===== src/rtl/cpu_cfg.svh =====
`ifndef CPU_CFG_SVH
`define CPU_CFG_SVH

// Datapath and address width
`define CPU_XLEN 32

// Register file address width, 32 entries
`define CPU_REG_AW 5

`define CPU_RESET_PC 32'h0000_0000

// ADDI x0, x0, 0
`define CPU_NOP 32'h0000_0013

`endif


===== src/rtl/rv_isa_pkg.sv =====
package rv_isa_pkg;

  // ~~~~~~~~~~~~~~~~~~~~~~~~~~~~~~~~~~~~~~~~
  // Major opcodes of the supported subset
  typedef enum logic [6:0] {
    OP_R      = 7'b0110011,  // ADD, SUB, AND, OR
    OP_IMM    = 7'b0010011,  // ADDI
    OP_LOAD   = 7'b0000011,  // LW
    OP_STORE  = 7'b0100011,  // SW
    OP_BRANCH = 7'b1100011   // BEQ
  } opcode_t;

  typedef enum logic [1:0] {
    ALU_ADD = 2'd0,
    ALU_SUB = 2'd1,
    ALU_AND = 2'd2,
    ALU_OR  = 2'd3
  } alu_op_t;

  // ~~~~~~~~~~~~~~~~~~~~~~~~~~~~~~~~~~~~~~~~
  // Function fields
  localparam logic [2:0] F3_ADD_SUB = 3'b000;
  localparam logic [2:0] F3_AND     = 3'b111;
  localparam logic [2:0] F3_OR      = 3'b110;
  localparam logic [2:0] F3_ADDI    = 3'b000;
  localparam logic [2:0] F3_WORD    = 3'b010;  // Shared by LW and SW
  localparam logic [2:0] F3_BEQ     = 3'b000;

  localparam logic [6:0] F7_BASE    = 7'b0000000;
  localparam logic [6:0] F7_SUB     = 7'b0100000;

endpackage


===== src/rtl/pipe_pkg.sv =====
`include "cpu_cfg.svh"

package pipe_pkg;

  // Source of an execute operand
  typedef enum logic [1:0] {
    FWD_NONE      = 2'd0,
    FWD_MEMORY    = 2'd1,
    FWD_WRITEBACK = 2'd2
  } fwd_sel_t;

  typedef struct packed {
    logic [`CPU_XLEN-1:0] instr;
    logic [`CPU_XLEN-1:0] pc;
  } if_id_t;

  typedef struct packed {
    logic                   reg_write;
    logic                   mem_read;
    logic                   mem_write;
    logic                   branch;
    logic                   alu_src_imm;
    rv_isa_pkg::alu_op_t    alu_op;
    logic [`CPU_XLEN-1:0]   rd1;
    logic [`CPU_XLEN-1:0]   rd2;
    logic [`CPU_XLEN-1:0]   imm;
    logic [`CPU_XLEN-1:0]   pc;
    logic [`CPU_REG_AW-1:0] rs1;
    logic [`CPU_REG_AW-1:0] rs2;
    logic [`CPU_REG_AW-1:0] rd;
  } id_ex_t;

  typedef struct packed {
    logic                   reg_write;
    logic                   mem_read;
    logic                   mem_write;
    logic [`CPU_XLEN-1:0]   alu_result;  // Also the data address
    logic [`CPU_XLEN-1:0]   store_data;
    logic [`CPU_REG_AW-1:0] rd;
  } ex_mem_t;

  typedef struct packed {
    logic                   reg_write;
    logic [`CPU_XLEN-1:0]   result;
    logic [`CPU_REG_AW-1:0] rd;
  } mem_wb_t;

endpackage


===== src/rtl/pipe_reg.sv =====
`timescale 1ns/100ps

module pipe_reg #(
  parameter type      payload_t = logic,
  parameter payload_t BUBBLE    = '0
) (
  input  logic     clk,
  input  logic     rst_n,
  input  logic     stall,
  input  logic     flush,
  input  payload_t d,
  output payload_t q
);

  // Flush wins over stall so a held stage can still be emptied
  always_ff @(posedge clk) begin
    if (!rst_n || flush) begin
      q <= BUBBLE;
    end else if (!stall) begin
      q <= d;
    end
  end

endmodule


===== src/rtl/decode_stage.sv =====
`timescale 1ns/100ps
`include "cpu_cfg.svh"

module decode_stage (
  input  logic                   clk,
  input  logic                   rst_n,
  input  pipe_pkg::if_id_t       if_id,
  input  pipe_pkg::mem_wb_t      wb,
  output logic [`CPU_REG_AW-1:0] rs1,
  output logic [`CPU_REG_AW-1:0] rs2,
  output pipe_pkg::id_ex_t       id_ex
);
  import rv_isa_pkg::*;

  logic [`CPU_XLEN-1:0]   regs [2**`CPU_REG_AW];
  logic [`CPU_XLEN-1:0]   instr;
  opcode_t                opcode;
  logic [2:0]             funct3;
  logic [6:0]             funct7;
  logic [`CPU_REG_AW-1:0] rd;
  logic [`CPU_XLEN-1:0]   imm_i;
  logic [`CPU_XLEN-1:0]   imm_s;
  logic [`CPU_XLEN-1:0]   imm_b;
  logic [`CPU_XLEN-1:0]   rd1_val;
  logic [`CPU_XLEN-1:0]   rd2_val;

  assign instr  = if_id.instr;
  assign opcode = opcode_t'(instr[6:0]);
  assign funct3 = instr[14:12];
  assign funct7 = instr[31:25];
  assign rd     = instr[11:7];
  assign rs1    = instr[19:15];
  assign rs2    = instr[24:20];

  assign imm_i = {{20{instr[31]}}, instr[31:20]};
  assign imm_s = {{20{instr[31]}}, instr[31:25], instr[11:7]};
  assign imm_b = {{19{instr[31]}}, instr[31], instr[7], instr[30:25], instr[11:8], 1'b0};

  // ~~~~~~~~~~~~~~~~~~~~~~~~~~~~~~~~~~~~~~~~
  // Register file

  always_ff @(posedge clk) begin
    if (rst_n && wb.reg_write && wb.rd != '0) begin
      regs[wb.rd] <= wb.result;
    end
  end

  // A write in this cycle is visible to the read in the same cycle
  assign rd1_val = (rs1 == '0) ? '0 :
                   (wb.reg_write && wb.rd == rs1) ? wb.result : regs[rs1];
  assign rd2_val = (rs2 == '0) ? '0 :
                   (wb.reg_write && wb.rd == rs2) ? wb.result : regs[rs2];

  // ~~~~~~~~~~~~~~~~~~~~~~~~~~~~~~~~~~~~~~~~
  // Control decode

  always_comb begin
    id_ex        = '0;
    id_ex.alu_op = ALU_ADD;
    id_ex.rd1    = rd1_val;
    id_ex.rd2    = rd2_val;
    id_ex.imm    = imm_i;
    id_ex.pc     = if_id.pc;
    id_ex.rs1    = rs1;
    id_ex.rs2    = rs2;
    id_ex.rd     = rd;
    case (opcode)
      OP_R: begin
        id_ex.reg_write = (funct7 == F7_BASE) || (funct7 == F7_SUB);
        case (funct3)
          F3_ADD_SUB: id_ex.alu_op = (funct7 == F7_SUB) ? ALU_SUB : ALU_ADD;
          F3_AND:     id_ex.alu_op = ALU_AND;
          F3_OR:      id_ex.alu_op = ALU_OR;
          default:    id_ex.reg_write = 1'b0;  // Unsupported R-type acts as a NOP
        endcase
      end
      OP_IMM: begin
        id_ex.reg_write   = (funct3 == F3_ADDI);
        id_ex.alu_src_imm = 1'b1;
      end
      OP_LOAD: begin
        id_ex.reg_write   = (funct3 == F3_WORD);
        id_ex.mem_read    = (funct3 == F3_WORD);
        id_ex.alu_src_imm = 1'b1;
      end
      OP_STORE: begin
        id_ex.mem_write   = (funct3 == F3_WORD);
        id_ex.alu_src_imm = 1'b1;
        id_ex.imm         = imm_s;
      end
      OP_BRANCH: begin
        id_ex.branch = (funct3 == F3_BEQ);
        id_ex.imm    = imm_b;
      end
      default: ;
    endcase
  end

endmodule


===== src/rtl/hazard_unit.sv =====
`timescale 1ns/100ps
`include "cpu_cfg.svh"

module hazard_unit (
  input  logic [`CPU_REG_AW-1:0] rs1_d,
  input  logic [`CPU_REG_AW-1:0] rs2_d,
  input  logic [`CPU_REG_AW-1:0] rs1_e,
  input  logic [`CPU_REG_AW-1:0] rs2_e,
  input  logic [`CPU_REG_AW-1:0] rd_e,
  input  logic                   mem_read_e,
  input  logic [`CPU_REG_AW-1:0] rd_m,
  input  logic                   reg_write_m,
  input  logic [`CPU_REG_AW-1:0] rd_w,
  input  logic                   reg_write_w,
  input  logic                   branch_taken,
  output logic                   stall_f,
  output logic                   stall_d,
  output logic                   flush_d,
  output logic                   flush_e,
  output pipe_pkg::fwd_sel_t     fwd_a,
  output pipe_pkg::fwd_sel_t     fwd_b
);
  import pipe_pkg::*;

  logic load_use;

  // The younger producer in memory has priority over writeback
  function automatic fwd_sel_t pick_source(input logic [`CPU_REG_AW-1:0] rs);
    if (rs == '0) return FWD_NONE;
    if (reg_write_m && rs == rd_m) return FWD_MEMORY;
    if (reg_write_w && rs == rd_w) return FWD_WRITEBACK;
    return FWD_NONE;
  endfunction

  always_comb begin
    fwd_a = pick_source(rs1_e);
    fwd_b = pick_source(rs2_e);
  end

  assign load_use = mem_read_e && (rd_e != '0) && (rs1_d == rd_e || rs2_d == rd_e);

  assign stall_f = load_use;
  assign stall_d = load_use;
  assign flush_d = branch_taken;            // Drops the instruction being fetched
  assign flush_e = load_use || branch_taken;

endmodule


===== src/rtl/execute_stage.sv =====
`timescale 1ns/100ps
`include "cpu_cfg.svh"

module execute_stage (
  input  pipe_pkg::id_ex_t     id_ex,
  input  pipe_pkg::fwd_sel_t   fwd_a,
  input  pipe_pkg::fwd_sel_t   fwd_b,
  input  logic [`CPU_XLEN-1:0] alu_result_m,
  input  logic [`CPU_XLEN-1:0] result_w,
  output pipe_pkg::ex_mem_t    ex_mem,
  output logic                 branch_taken,
  output logic [`CPU_XLEN-1:0] branch_target
);
  import pipe_pkg::*;
  import rv_isa_pkg::*;

  logic [`CPU_XLEN-1:0] op_a;
  logic [`CPU_XLEN-1:0] rs2_val;
  logic [`CPU_XLEN-1:0] op_b;
  logic [`CPU_XLEN-1:0] alu_y;

  function automatic logic [`CPU_XLEN-1:0] fwd_mux(input fwd_sel_t sel,
                                                   input logic [`CPU_XLEN-1:0] reg_val);
    case (sel)
      FWD_MEMORY:    return alu_result_m;
      FWD_WRITEBACK: return result_w;
      default:       return reg_val;
    endcase
  endfunction

  always_comb begin
    op_a    = fwd_mux(fwd_a, id_ex.rd1);
    rs2_val = fwd_mux(fwd_b, id_ex.rd2);
    op_b    = id_ex.alu_src_imm ? id_ex.imm : rs2_val;
  end

  always_comb begin
    case (id_ex.alu_op)
      ALU_SUB: alu_y = op_a - op_b;
      ALU_AND: alu_y = op_a & op_b;
      ALU_OR:  alu_y = op_a | op_b;
      default: alu_y = op_a + op_b;
    endcase
  end

  // BEQ compares the forwarded register operands directly
  assign branch_taken  = id_ex.branch && (op_a == rs2_val);
  assign branch_target = id_ex.pc + id_ex.imm;

  always_comb begin
    ex_mem.reg_write  = id_ex.reg_write;
    ex_mem.mem_read   = id_ex.mem_read;
    ex_mem.mem_write  = id_ex.mem_write;
    ex_mem.alu_result = alu_y;
    ex_mem.store_data = rs2_val;  // Forwarded so a store sees the latest value
    ex_mem.rd         = id_ex.rd;
  end

endmodule


===== src/rtl/pipelined_cpu.sv =====
`timescale 1ns/100ps
`include "cpu_cfg.svh"

module pipelined_cpu (
  input  logic                 clk,
  input  logic                 rst_n,
  output logic [`CPU_XLEN-1:0] instr_addr,
  input  logic [`CPU_XLEN-1:0] instr_data,
  output logic [`CPU_XLEN-1:0] data_addr,
  output logic [`CPU_XLEN-1:0] data_wdata,
  output logic                 data_we,
  input  logic [`CPU_XLEN-1:0] data_rdata
);
  import pipe_pkg::*;

  localparam if_id_t  IF_ID_BUBBLE  = '{instr: `CPU_NOP, pc: `CPU_RESET_PC};
  localparam id_ex_t  ID_EX_BUBBLE  = '0;
  localparam ex_mem_t EX_MEM_BUBBLE = '0;
  localparam mem_wb_t MEM_WB_BUBBLE = '0;

  logic [`CPU_XLEN-1:0]   pc;
  logic [`CPU_XLEN-1:0]   pc_next;
  if_id_t                 if_id_f;
  if_id_t                 if_id_q;
  id_ex_t                 id_ex_d;
  id_ex_t                 id_ex_q;
  ex_mem_t                ex_mem_e;
  ex_mem_t                ex_mem_q;
  mem_wb_t                mem_wb_m;
  mem_wb_t                mem_wb_q;
  logic [`CPU_REG_AW-1:0] rs1_d;
  logic [`CPU_REG_AW-1:0] rs2_d;
  logic                   stall_f;
  logic                   stall_d;
  logic                   flush_d;
  logic                   flush_e;
  fwd_sel_t               fwd_a;
  fwd_sel_t               fwd_b;
  logic                   branch_taken;
  logic [`CPU_XLEN-1:0]   branch_target;

  // ~~~~~~~~~~~~~~~~~~~~~~~~~~~~~~~~~~~~~~~~
  // Fetch

  assign pc_next = branch_taken ? branch_target : pc + `CPU_XLEN'd4;

  always_ff @(posedge clk) begin
    if (!rst_n) begin
      pc <= `CPU_RESET_PC;
    end else if (!stall_f) begin
      pc <= pc_next;
    end
  end

  assign instr_addr = pc;
  assign if_id_f    = '{instr: instr_data, pc: pc};

  pipe_reg #(.payload_t(if_id_t), .BUBBLE(IF_ID_BUBBLE)) if_id_reg (
    .clk(clk), .rst_n(rst_n), .stall(stall_d), .flush(flush_d), .d(if_id_f), .q(if_id_q)
  );

  // ~~~~~~~~~~~~~~~~~~~~~~~~~~~~~~~~~~~~~~~~
  // Decode and hazards

  decode_stage decode (
    .clk(clk), .rst_n(rst_n), .if_id(if_id_q), .wb(mem_wb_q),
    .rs1(rs1_d), .rs2(rs2_d), .id_ex(id_ex_d)
  );

  hazard_unit hazards (
    .rs1_d(rs1_d), .rs2_d(rs2_d), .rs1_e(id_ex_q.rs1), .rs2_e(id_ex_q.rs2),
    .rd_e(id_ex_q.rd), .mem_read_e(id_ex_q.mem_read),
    .rd_m(ex_mem_q.rd), .reg_write_m(ex_mem_q.reg_write),
    .rd_w(mem_wb_q.rd), .reg_write_w(mem_wb_q.reg_write), .branch_taken(branch_taken),
    .stall_f(stall_f), .stall_d(stall_d), .flush_d(flush_d), .flush_e(flush_e),
    .fwd_a(fwd_a), .fwd_b(fwd_b)
  );

  pipe_reg #(.payload_t(id_ex_t), .BUBBLE(ID_EX_BUBBLE)) id_ex_reg (
    .clk(clk), .rst_n(rst_n), .stall(1'b0), .flush(flush_e), .d(id_ex_d), .q(id_ex_q)
  );

  // ~~~~~~~~~~~~~~~~~~~~~~~~~~~~~~~~~~~~~~~~
  // Execute

  execute_stage execute (
    .id_ex(id_ex_q), .fwd_a(fwd_a), .fwd_b(fwd_b),
    .alu_result_m(ex_mem_q.alu_result), .result_w(mem_wb_q.result),
    .ex_mem(ex_mem_e), .branch_taken(branch_taken), .branch_target(branch_target)
  );

  pipe_reg #(.payload_t(ex_mem_t), .BUBBLE(EX_MEM_BUBBLE)) ex_mem_reg (
    .clk(clk), .rst_n(rst_n), .stall(1'b0), .flush(1'b0), .d(ex_mem_e), .q(ex_mem_q)
  );

  // ~~~~~~~~~~~~~~~~~~~~~~~~~~~~~~~~~~~~~~~~
  // Memory and writeback

  assign data_addr  = ex_mem_q.alu_result;
  assign data_wdata = ex_mem_q.store_data;
  assign data_we    = ex_mem_q.mem_write;

  always_comb begin
    mem_wb_m.reg_write = ex_mem_q.reg_write;
    mem_wb_m.result    = ex_mem_q.mem_read ? data_rdata : ex_mem_q.alu_result;
    mem_wb_m.rd        = ex_mem_q.rd;
  end

  // Its output is the writeback triple for the register file and forwarding
  pipe_reg #(.payload_t(mem_wb_t), .BUBBLE(MEM_WB_BUBBLE)) mem_wb_reg (
    .clk(clk), .rst_n(rst_n), .stall(1'b0), .flush(1'b0), .d(mem_wb_m), .q(mem_wb_q)
  );

endmodule


===== config.mk =====
export PLATFORM = sky130hd
export DESIGN_NAME = pipelined_cpu
export DESIGN_NICKNAME = d
export VERILOG_FILES = /design/src/rtl/rv_isa_pkg.sv /design/src/rtl/pipe_pkg.sv /design/src/rtl/pipe_reg.sv /design/src/rtl/decode_stage.sv /design/src/rtl/hazard_unit.sv /design/src/rtl/execute_stage.sv /design/src/rtl/pipelined_cpu.sv
export VERILOG_INCLUDE_DIRS = /design/src /design/src/rtl
export SDC_FILE = /design/constraint.sdc
export NUM_CORES = 2
export LEC_CHECK = 0
export BUFFER_PORTS_ARGS = -buffer_cell sky130_fd_sc_hd__buf_2
export CAP_MARGIN = 20
export CORE_MARGIN = 2
export CORE_UTILIZATION = 47
export CTS_BUF_LIST = sky130_fd_sc_hd__clkbuf_8
export CTS_CLUSTER_DIAMETER = 120
export CTS_CLUSTER_SIZE = 28
export DETAILED_ROUTE_END_ITERATION = 16
export GPL_TIMING_DRIVEN = 0
export PLACE_DENSITY = 0.65
export SLEW_MARGIN = 20
export SYNTH_ARGS = -nofsm -noshare
export SYNTH_HDL_FRONTEND = slang
export SYNTH_SLANG_ARGS = --single-unit

===== constraint.sdc =====
create_clock -name clk -period 5.4 [get_ports clk]
set_input_delay 1.08 -clock clk [delete_from_list [all_inputs] [get_ports clk]]
set_output_delay 1.08 -clock clk [all_outputs]
set_load 0.03 [all_outputs]

After elaboration in Yosys (flattened, before gate mapping)
Memories as Yosys holds them, arrays and structs flattened. A register that Yosys moved wholly into a read port is not among the register bits.
Cells that the tools add are included.
W data, S select, Z words.

storage, ports and cells
  input port bits = 66
  memories = 1
  register bits = 273
  RAM bits = 1024
  word-level logic and storage cells = 126

memories
  memory       words  bits a word  read ports  clocked after memory_dff  wr ports  line                source
  decode.regs  32     32           2           2                         1         decode_stage.sv:15  logic [`CPU_XLEN-1:0] regs [2**`CPU_REG_AW];

cells by class
  reductions and logical operators = 31
  equal/unequal tests = 23
  add/sub/neg operators = 4
  bitwise gates (word level) = 6
  multiplexer cells = 38

operator list
  cell                     number
  $pmux W32 S2             2
  $mux W32                 3
  $pmux W32 S3             1
  $add A32 B32 Y32         2
  $add A32 B3 Y32 const B  1
  $and A32 B32 Y32         1
  $eq A32 B32 Y1           1
  $or A32 B32 Y32          1
  $sub A32 B32 Y32         1
  $eq A5 B5 Y1             6
  $mux W2                  12
  $pmux W12 S2             1
  $eq A7 B6 Y1 const B     3
  $logic_not A5 Y1         4
  $mux W1                  17
  $reduce_or A2 Y1         6
  $reduce_bool A5 Y1       2
  $logic_and A1 B1 Y1      9
  $eq A2 B2 Y1 const B     4
  $eq A7 B2 Y1 const B     1
  $eq A7 B5 Y1 const B     1
  $eq A7 B7 Y1 const B     1
  $logic_not A7 Y1         1
  $eq A2 B1 Y1 const B     3
  9 further kinds          18

Logic depth before layout (Yosys ltp)
  depth after elaboration = 16
  depth in mapped cells = 30

By module
Synthesis repeated with hierarchy kept, for this count alone.

unflattened totals
  cell total of the unflattened synthesis = 5262
  area total of the unflattened synthesis = 70933.0 um2

by module, submodules not included
  module                  sequential area each (um2)  instances  area an instance (um2)  cells an instance
  decode_stage            30749.5                     1          49457.4                 2818
  execute_stage           0.0                         1          6937.9                  1027
  pipe_reg at id_ex_reg   3002.9                      1          5362.6                  485
  pipe_reg at ex_mem_reg  1441.4                      1          2595.0                  233
  pipelined_cpu           640.6                       1          2429.8                  312
  pipe_reg at if_id_reg   1281.2                      1          2349.8                  207
  pipe_reg at mem_wb_reg  760.7                       1          1367.6                  123
  hazard_unit             0.0                         1          432.9                   57

Worst setup path before layout
Ideal clock, no wire load.

  path type = reg-to-reg
  start point = register mem_wb_reg.q[3] (netlist bit)
  end point = register ex_mem_reg.q[65] (netlist bit)
  setup slack = -0.367 ns
  period minus slack after synthesis = 5.767 ns
  setup time = 0.117 ns
  arrival time = 5.650 ns
  cell stages (with the launch flop) = 29
  cell sequence = dfxtp_1 > buf_1 > xor2_1 > nor3_1 > nand3_1 > or3_1 > ha_1 > clkbuf_1 > a221o_1 > o21ai_0 > o21a_1 > ha_1 > nor2_1 > a211oi_1 > nand4_1 > a211o_1 > nor2_1 > a21oi_1 > xnor2_1 > ha_1 > clkbuf_1 > inv_1 > o21bai_1 > a21oi_1 > o21bai_1 > a221oi_1 > a21oi_1 > or3_1 > a32o_1

between the ends
  word-level cells in the longest chain between the ends = 13
  elaborated cells between the ends (all ways) = 30

ends and longest elaborated chain
  item                                            line                 source
  start, declared                                 pipe_reg.sv:12       output payload_t q
  start signal, assigned                          pipe_reg.sv:18       q <= BUBBLE;
  start signal, assigned                          pipe_reg.sv:20       q <= d;
  $eq A5 B5 Y1                                    hazard_unit.sv:31    if (reg_write_w && rs == rd_w) return FWD_WRITEBACK;
  $logic_and A1 B1 Y1                             hazard_unit.sv:31
  $mux W1 (2 in series)                           hazard_unit.sv:31
  $mux W1                                         hazard_unit.sv:30    if (reg_write_m && rs == rd_m) return FWD_MEMORY;
  $mux W2                                         hazard_unit.sv:32    return FWD_NONE;
  $mux W2                                         hazard_unit.sv:31
  $mux W2                                         hazard_unit.sv:30
  $eq A2 B2 Y1 or $eq A2 B1 Y1 (tied branches)    execute_stage.sv:24  case (sel)
  $pmux W32 S2                                    execute_stage.sv:24
  $mux W32                                        execute_stage.sv:34  op_b = id_ex.alu_src_imm ? id_ex.imm : rs2_val;
  $add A32 B32 Y32, or another cell as far along  execute_stage.sv:42  default: alu_y = op_a + op_b;
  $pmux W32 S3 *                                  execute_stage.sv:38  case (id_ex.alu_op)
  end signal, assigned                            pipe_reg.sv:18
  end signal, assigned                            pipe_reg.sv:20
  end, declared                                   pipe_reg.sv:12

Mark *: on every way between the ends. The rest lies on a longest branch, timed or not. The select of a mux whose other input is x is not followed.
A chain may end at the register's enable or synchronous reset.

Worst setup path after layout
  start point = register ex_mem_reg.q[2] (netlist bit)
  end point = register ex_mem_reg.q[68] (netlist bit)

between the ends
  word-level cells in the longest chain between the ends = 12
  elaborated cells between the ends (all ways) = 30

ends and longest elaborated chain
  item                                            line
  $eq A5 B5 Y1                                    hazard_unit.sv:30
  $logic_and A1 B1 Y1                             hazard_unit.sv:30
  $mux W2                                         hazard_unit.sv:30
  $mux W2                                         hazard_unit.sv:31
  $mux W2                                         hazard_unit.sv:32
  $mux W2                                         hazard_unit.sv:31
  $mux W2                                         hazard_unit.sv:30
  $eq A2 B2 Y1 or $eq A2 B1 Y1 (tied branches)    execute_stage.sv:24
  $pmux W32 S2                                    execute_stage.sv:24
  $mux W32                                        execute_stage.sv:34
  $add A32 B32 Y32, or another cell as far along  execute_stage.sv:42
  $pmux W32 S3 *                                  execute_stage.sv:38

Marked as above.

==> summary.md <==
| Metric | Value |
|---|---|
| Via density | ~6.6 |
| Failing checks | design-rule violations, negative setup slack |
| Worst hold slack | 0.404 ns |
| Layout cells sized above 1 | 31.2% |
| CTS tree | done |
| First-pass GRT wire length | between 300000 and 400000 um |
| Register-to-register setup slack | -0.29 ns |
| Routed WL | approximately 220000 um |
| Post-synth top area share | between 40% and 50% |
| Crit share post-route | 105% |
| Distinct cell type count after synthesis | 85 |
| Router iterations before antenna repair | 14 |
| Critical Path Start Type | flop |
| Leak | ~25 nW |
| Sequential fraction of the synthesis area | between 50% and 60% |
| Grt ovf | 0 |
| Setup crit start | ex_mem_reg.q[2]$_SDFF_PN0_ |
| Synth Flop Type | edfxtp_1 |
| Setup Viol. Count Final | 6 |
| Logic pwr share | between 10% and 20% |
| WP data arrival | roughly 6.5 ns |
| Detailed Place HPWL | between 150000 and 200000 um |
| Wire length per cell | ~34 um |
| Pre-CTS setup slack | -2.64 ns |
| H-tree level count | 2 |
| Clk network pwr share | 21.2% |
| Mapped Cells | between 4k and 5k |
| Outcome | finished with violations |
| R2R Path Start | ex_mem_reg.q[2]$_SDFF_PN0_ |
| Setup crit end kind | flop |
| Placed cell count | between 6k and 7k |
| Hold-fix buffers, CTS | 0 |
| Final Hold Vio Count | 0 |
| Worst skew pair latency | 0.89 ns |
| Worst EP required | between 6 and 7 ns |
| Top-count cell post-synth | edfxtp_1 |
| Reg power frac | 62.5% |
| NetSw | 5.61 mW |
| IO Port Bufs | 161 |
| Final Skew | approximately 0.096 ns |
| Layout net count | ~4.8k |
| Sink Count | around 1.4k |
| Core Footprint | ~140000 um2 |
| Syn. warnings | 0 |
| RSZ-0062 raised after global routing | true |
| DRT antenna net count | 0 |
| Vias | approximately 43k |
| Max Root-Sink Buffers | 3 |
| Initial Utilization | 47.2% |
| RD Place Congestion | between 0.9 and 1 |
| TritonCTS buffer count | 55 |
| Min-Delay Path Class | input pin to flop |
| DRC viols | 2 |
| Synth area leaders | edfxtp_1 47%, mux4_2 22%, dfxtp_1 10%, mux2i_1 1.6%, nand2_1 1.5% |
| Switching Share | between 20 and 30% |
| I/O pin count | 163 |
| Crit path to | ex_mem_reg.q[68]$_SDFF_PN0_ |
| Largest net degree at the start of global routing | 37 |
| Filler instances | ~11k |
| Antenna violations before repair | 5 |
| Area Overhead vs Synth | 11.7% |
| Iter 0 DRT Violations | between 6k and 7k |
| Die height | approximately 380 um |
| Clk pin slew, worst setup/hold paths | 0.18 ns |
| Max Cap Viol | 0 |
| Reg-to-reg endpoint | ex_mem_reg.q[68]$_SDFF_PN0_ |
| Most frequent cells after synthesis | 1024 x edfxtp_1, 640 x mux4_2, 337 x dfxtp_1 |
| Mapped Area | 65700 um2 |
| Slew margin rel. | approximately 17% |
| Worst setup margin | -0.293 ns |
| Die width | roughly 380 um |
| Peak Freq | 0.176 GHz |
| Cell taking the most area after synthesis | edfxtp_1 |
| DIE AREA | roughly 140000 um2 |
| Post-synthesis async set-or-reset flop share | 0% |
| Critical path class | flop to flop |
| Maximum VDD drop | approximately 0.00019 V |
| Critical path peak fanout | 5 |
| Seq cells post-synth | between 1k and 1.5k |
| Final Critical Period | roughly 5.7 ns |
| Root Buffer | clkbuf_8 |
| Fin. max-slew vios | 0 |
| Post-Layout Cell Count | 6557 |
| Worst-Margin Slew | roughly 1.2 ns |
| Row Count | between 100 and 150 |
| Syn Area/Cell | about 15 um2 |
| Worst r2r path cells | 27 |
| Internal Power | around 14 mW |
| EDFF count, synth | roughly 1.0k |
| All-layer global routing usage | around 30% |
| Power per cell area | between 200 and 300 nW/um2 |
| Number of global-route vias before repair | between 40k and 50k |
## stage by stage
stage	total power, mW	utilization, %	setup TNS, ns	instance area, um2
CTS	19.4	52.3	-2.25	72800
detailed placement	15.3	50.9	-201.08	70800
global placement	15.2	49.6	-1506.70	69000
floorplan	14.0	-	0	65900
global route	20.1	52.8	-3.07	73400
finish	19.5	52.8	-1.13	73400
## how the worst min path moves through the flow
| stage | slack [ns] | end | cells after the start | from |
|---|---|---|---|---|
| finish | 0.40 | mem_wb_reg.q[27]$_SDFF_PN0_ | 3 | data_rdata[22] |
| global route | 0.38 | mem_wb_reg.q[27]$_SDFF_PN0_ | 3 | data_rdata[22] |
| CTS | 0.36 | mem_wb_reg.q[27]$_SDFF_PN0_ | 3 | data_rdata[22] |
| detailed placement | 0.44 | ex_mem_reg.q[71]$_SDFF_PN0_ | 1 | id_ex_reg.q[149]$_SDFF_PP0_ |
| global placement | 0.42 | ex_mem_reg.q[71]$_SDFF_PN0_ | 1 | id_ex_reg.q[149]$_SDFF_PP0_ |
| floorplan | 0.41 | ex_mem_reg.q[69]$_SDFF_PN0_ | 1 | id_ex_reg.q[147]$_SDFF_PP0_ |
## cells in the final DEF, fill, tap and decap left out, drive strengths merged, types with 18 or more instances in the layout
master and instances:
mux2i 106, o21ai 141, ha 78, or3 18, nand2 265, and3 19, conb 32, a221oi 30
a22oi 23, nor2b 29, nor2 252, maj3 26, a221o 27, a21o 31, clkbuf 270, edfxtp 1024
a21oi 176, xnor2 77, a31oi 18, nand4 23, and2 84, nor3 31, dfxtp 337, inv 57
buf 441, a211oi 88, nand2b 30, mux4 640, nand3 44, xor2 54
## logic make-up (layout without fill, tap and decap cells)
kind of cell    Yosys count  after routing  synth area share, %
xor+xnor                131            131                 1.75
flops                  1361           1361                 57.1
other cells               1             34              0.00571
simple gates            866            866                 6.28
fa+ha+maj               106            106                 1.94
mux                     750            750                 23.6
compound gates          658            658                 6.59
buf+inv                 399            775                 2.77
## critical path: stages, from the launching register on
cell	delay (ns)
dfxtp_2	0.40
xor2_1	0.16
nor4_1	0.06
and3_1	0.19
or3_4	0.43
ha_4	0.35
clkinvlp_4	0.20
o21ai_4	0.25
nor2_2	0.06
a21oi_2	0.16
ha_2	0.22
nor2_4	0.05
a211oi_2	0.17
buf_4	0.17
nand4_1	0.09
buf_6	0.16
a211o_4	0.31
nor2_4	0.14
nor2_2	0.06
xnor2_1	0.19
ha_2	0.34
a21oi_2	0.20
o21ai_2	0.11
a221oi_4	0.42
o2111ai_4	0.21
o221ai_4	0.25
xor2_1	0.22
o21ai_1	0.07
## per-layer routing
| layer | GRT usage [%] | wire, um |
|---|---|---|
| met5 | 0 | 0 |
| met4 | 14.9 | 13300 |
| met3 | 7.58 | 26100 |
| met2 | 48.0 | 101000 |
| met1 | 40.6 | 81500 |
## power by group through the flow
stage / Clock, mW / Sequential (mW) / Combinational [mW]
floorplan: 0 / 12.1 / 1.91
global placement: 0 / 12.4 / 2.80
detailed placement: 0 / 12.4 / 2.86
CTS: 4.19 / 12.2 / 3.02
global route: 4.50 / 12.2 / 3.34
finish: 4.15 / 12.2 / 3.19
## flip-flops by register name, summed over array words and instances, names as in the netlist
register / flops
instr_addr: 32
mem_wb_reg.q: 38
if_id_reg.q: 64
decode.regs: 1024
ex_mem_reg.q: 72
id_ex_reg.q: 131
## cell type report
cell class / instances / area (um2) / area share, %
diodes: 2 / 5.00 / 0.00682
plain buffers: 350 / 1830 / 2.50
clock buffers: 55 / 757 / 1.03
clock inverters: 22 / 143 / 0.194
inverters: 42 / 161 / 0.220
multi-input cells: 2543 / 27800 / 37.8
flip-flops and latches: 1361 / 37600 / 51.2
well taps: 1876 / 2350 / 3.20
repair buffers: 306 / 2870 / 3.91
## repair_timing
item                       4_1_cts  5_1_grt
hold endpoints to repair         0        0
cloned                           1        0
buffers inserted                57       23
pin swaps                       55       61
gates resized for setup        177      119
setup endpoints to repair      254      167
Power figures use the tool's default switching activity.
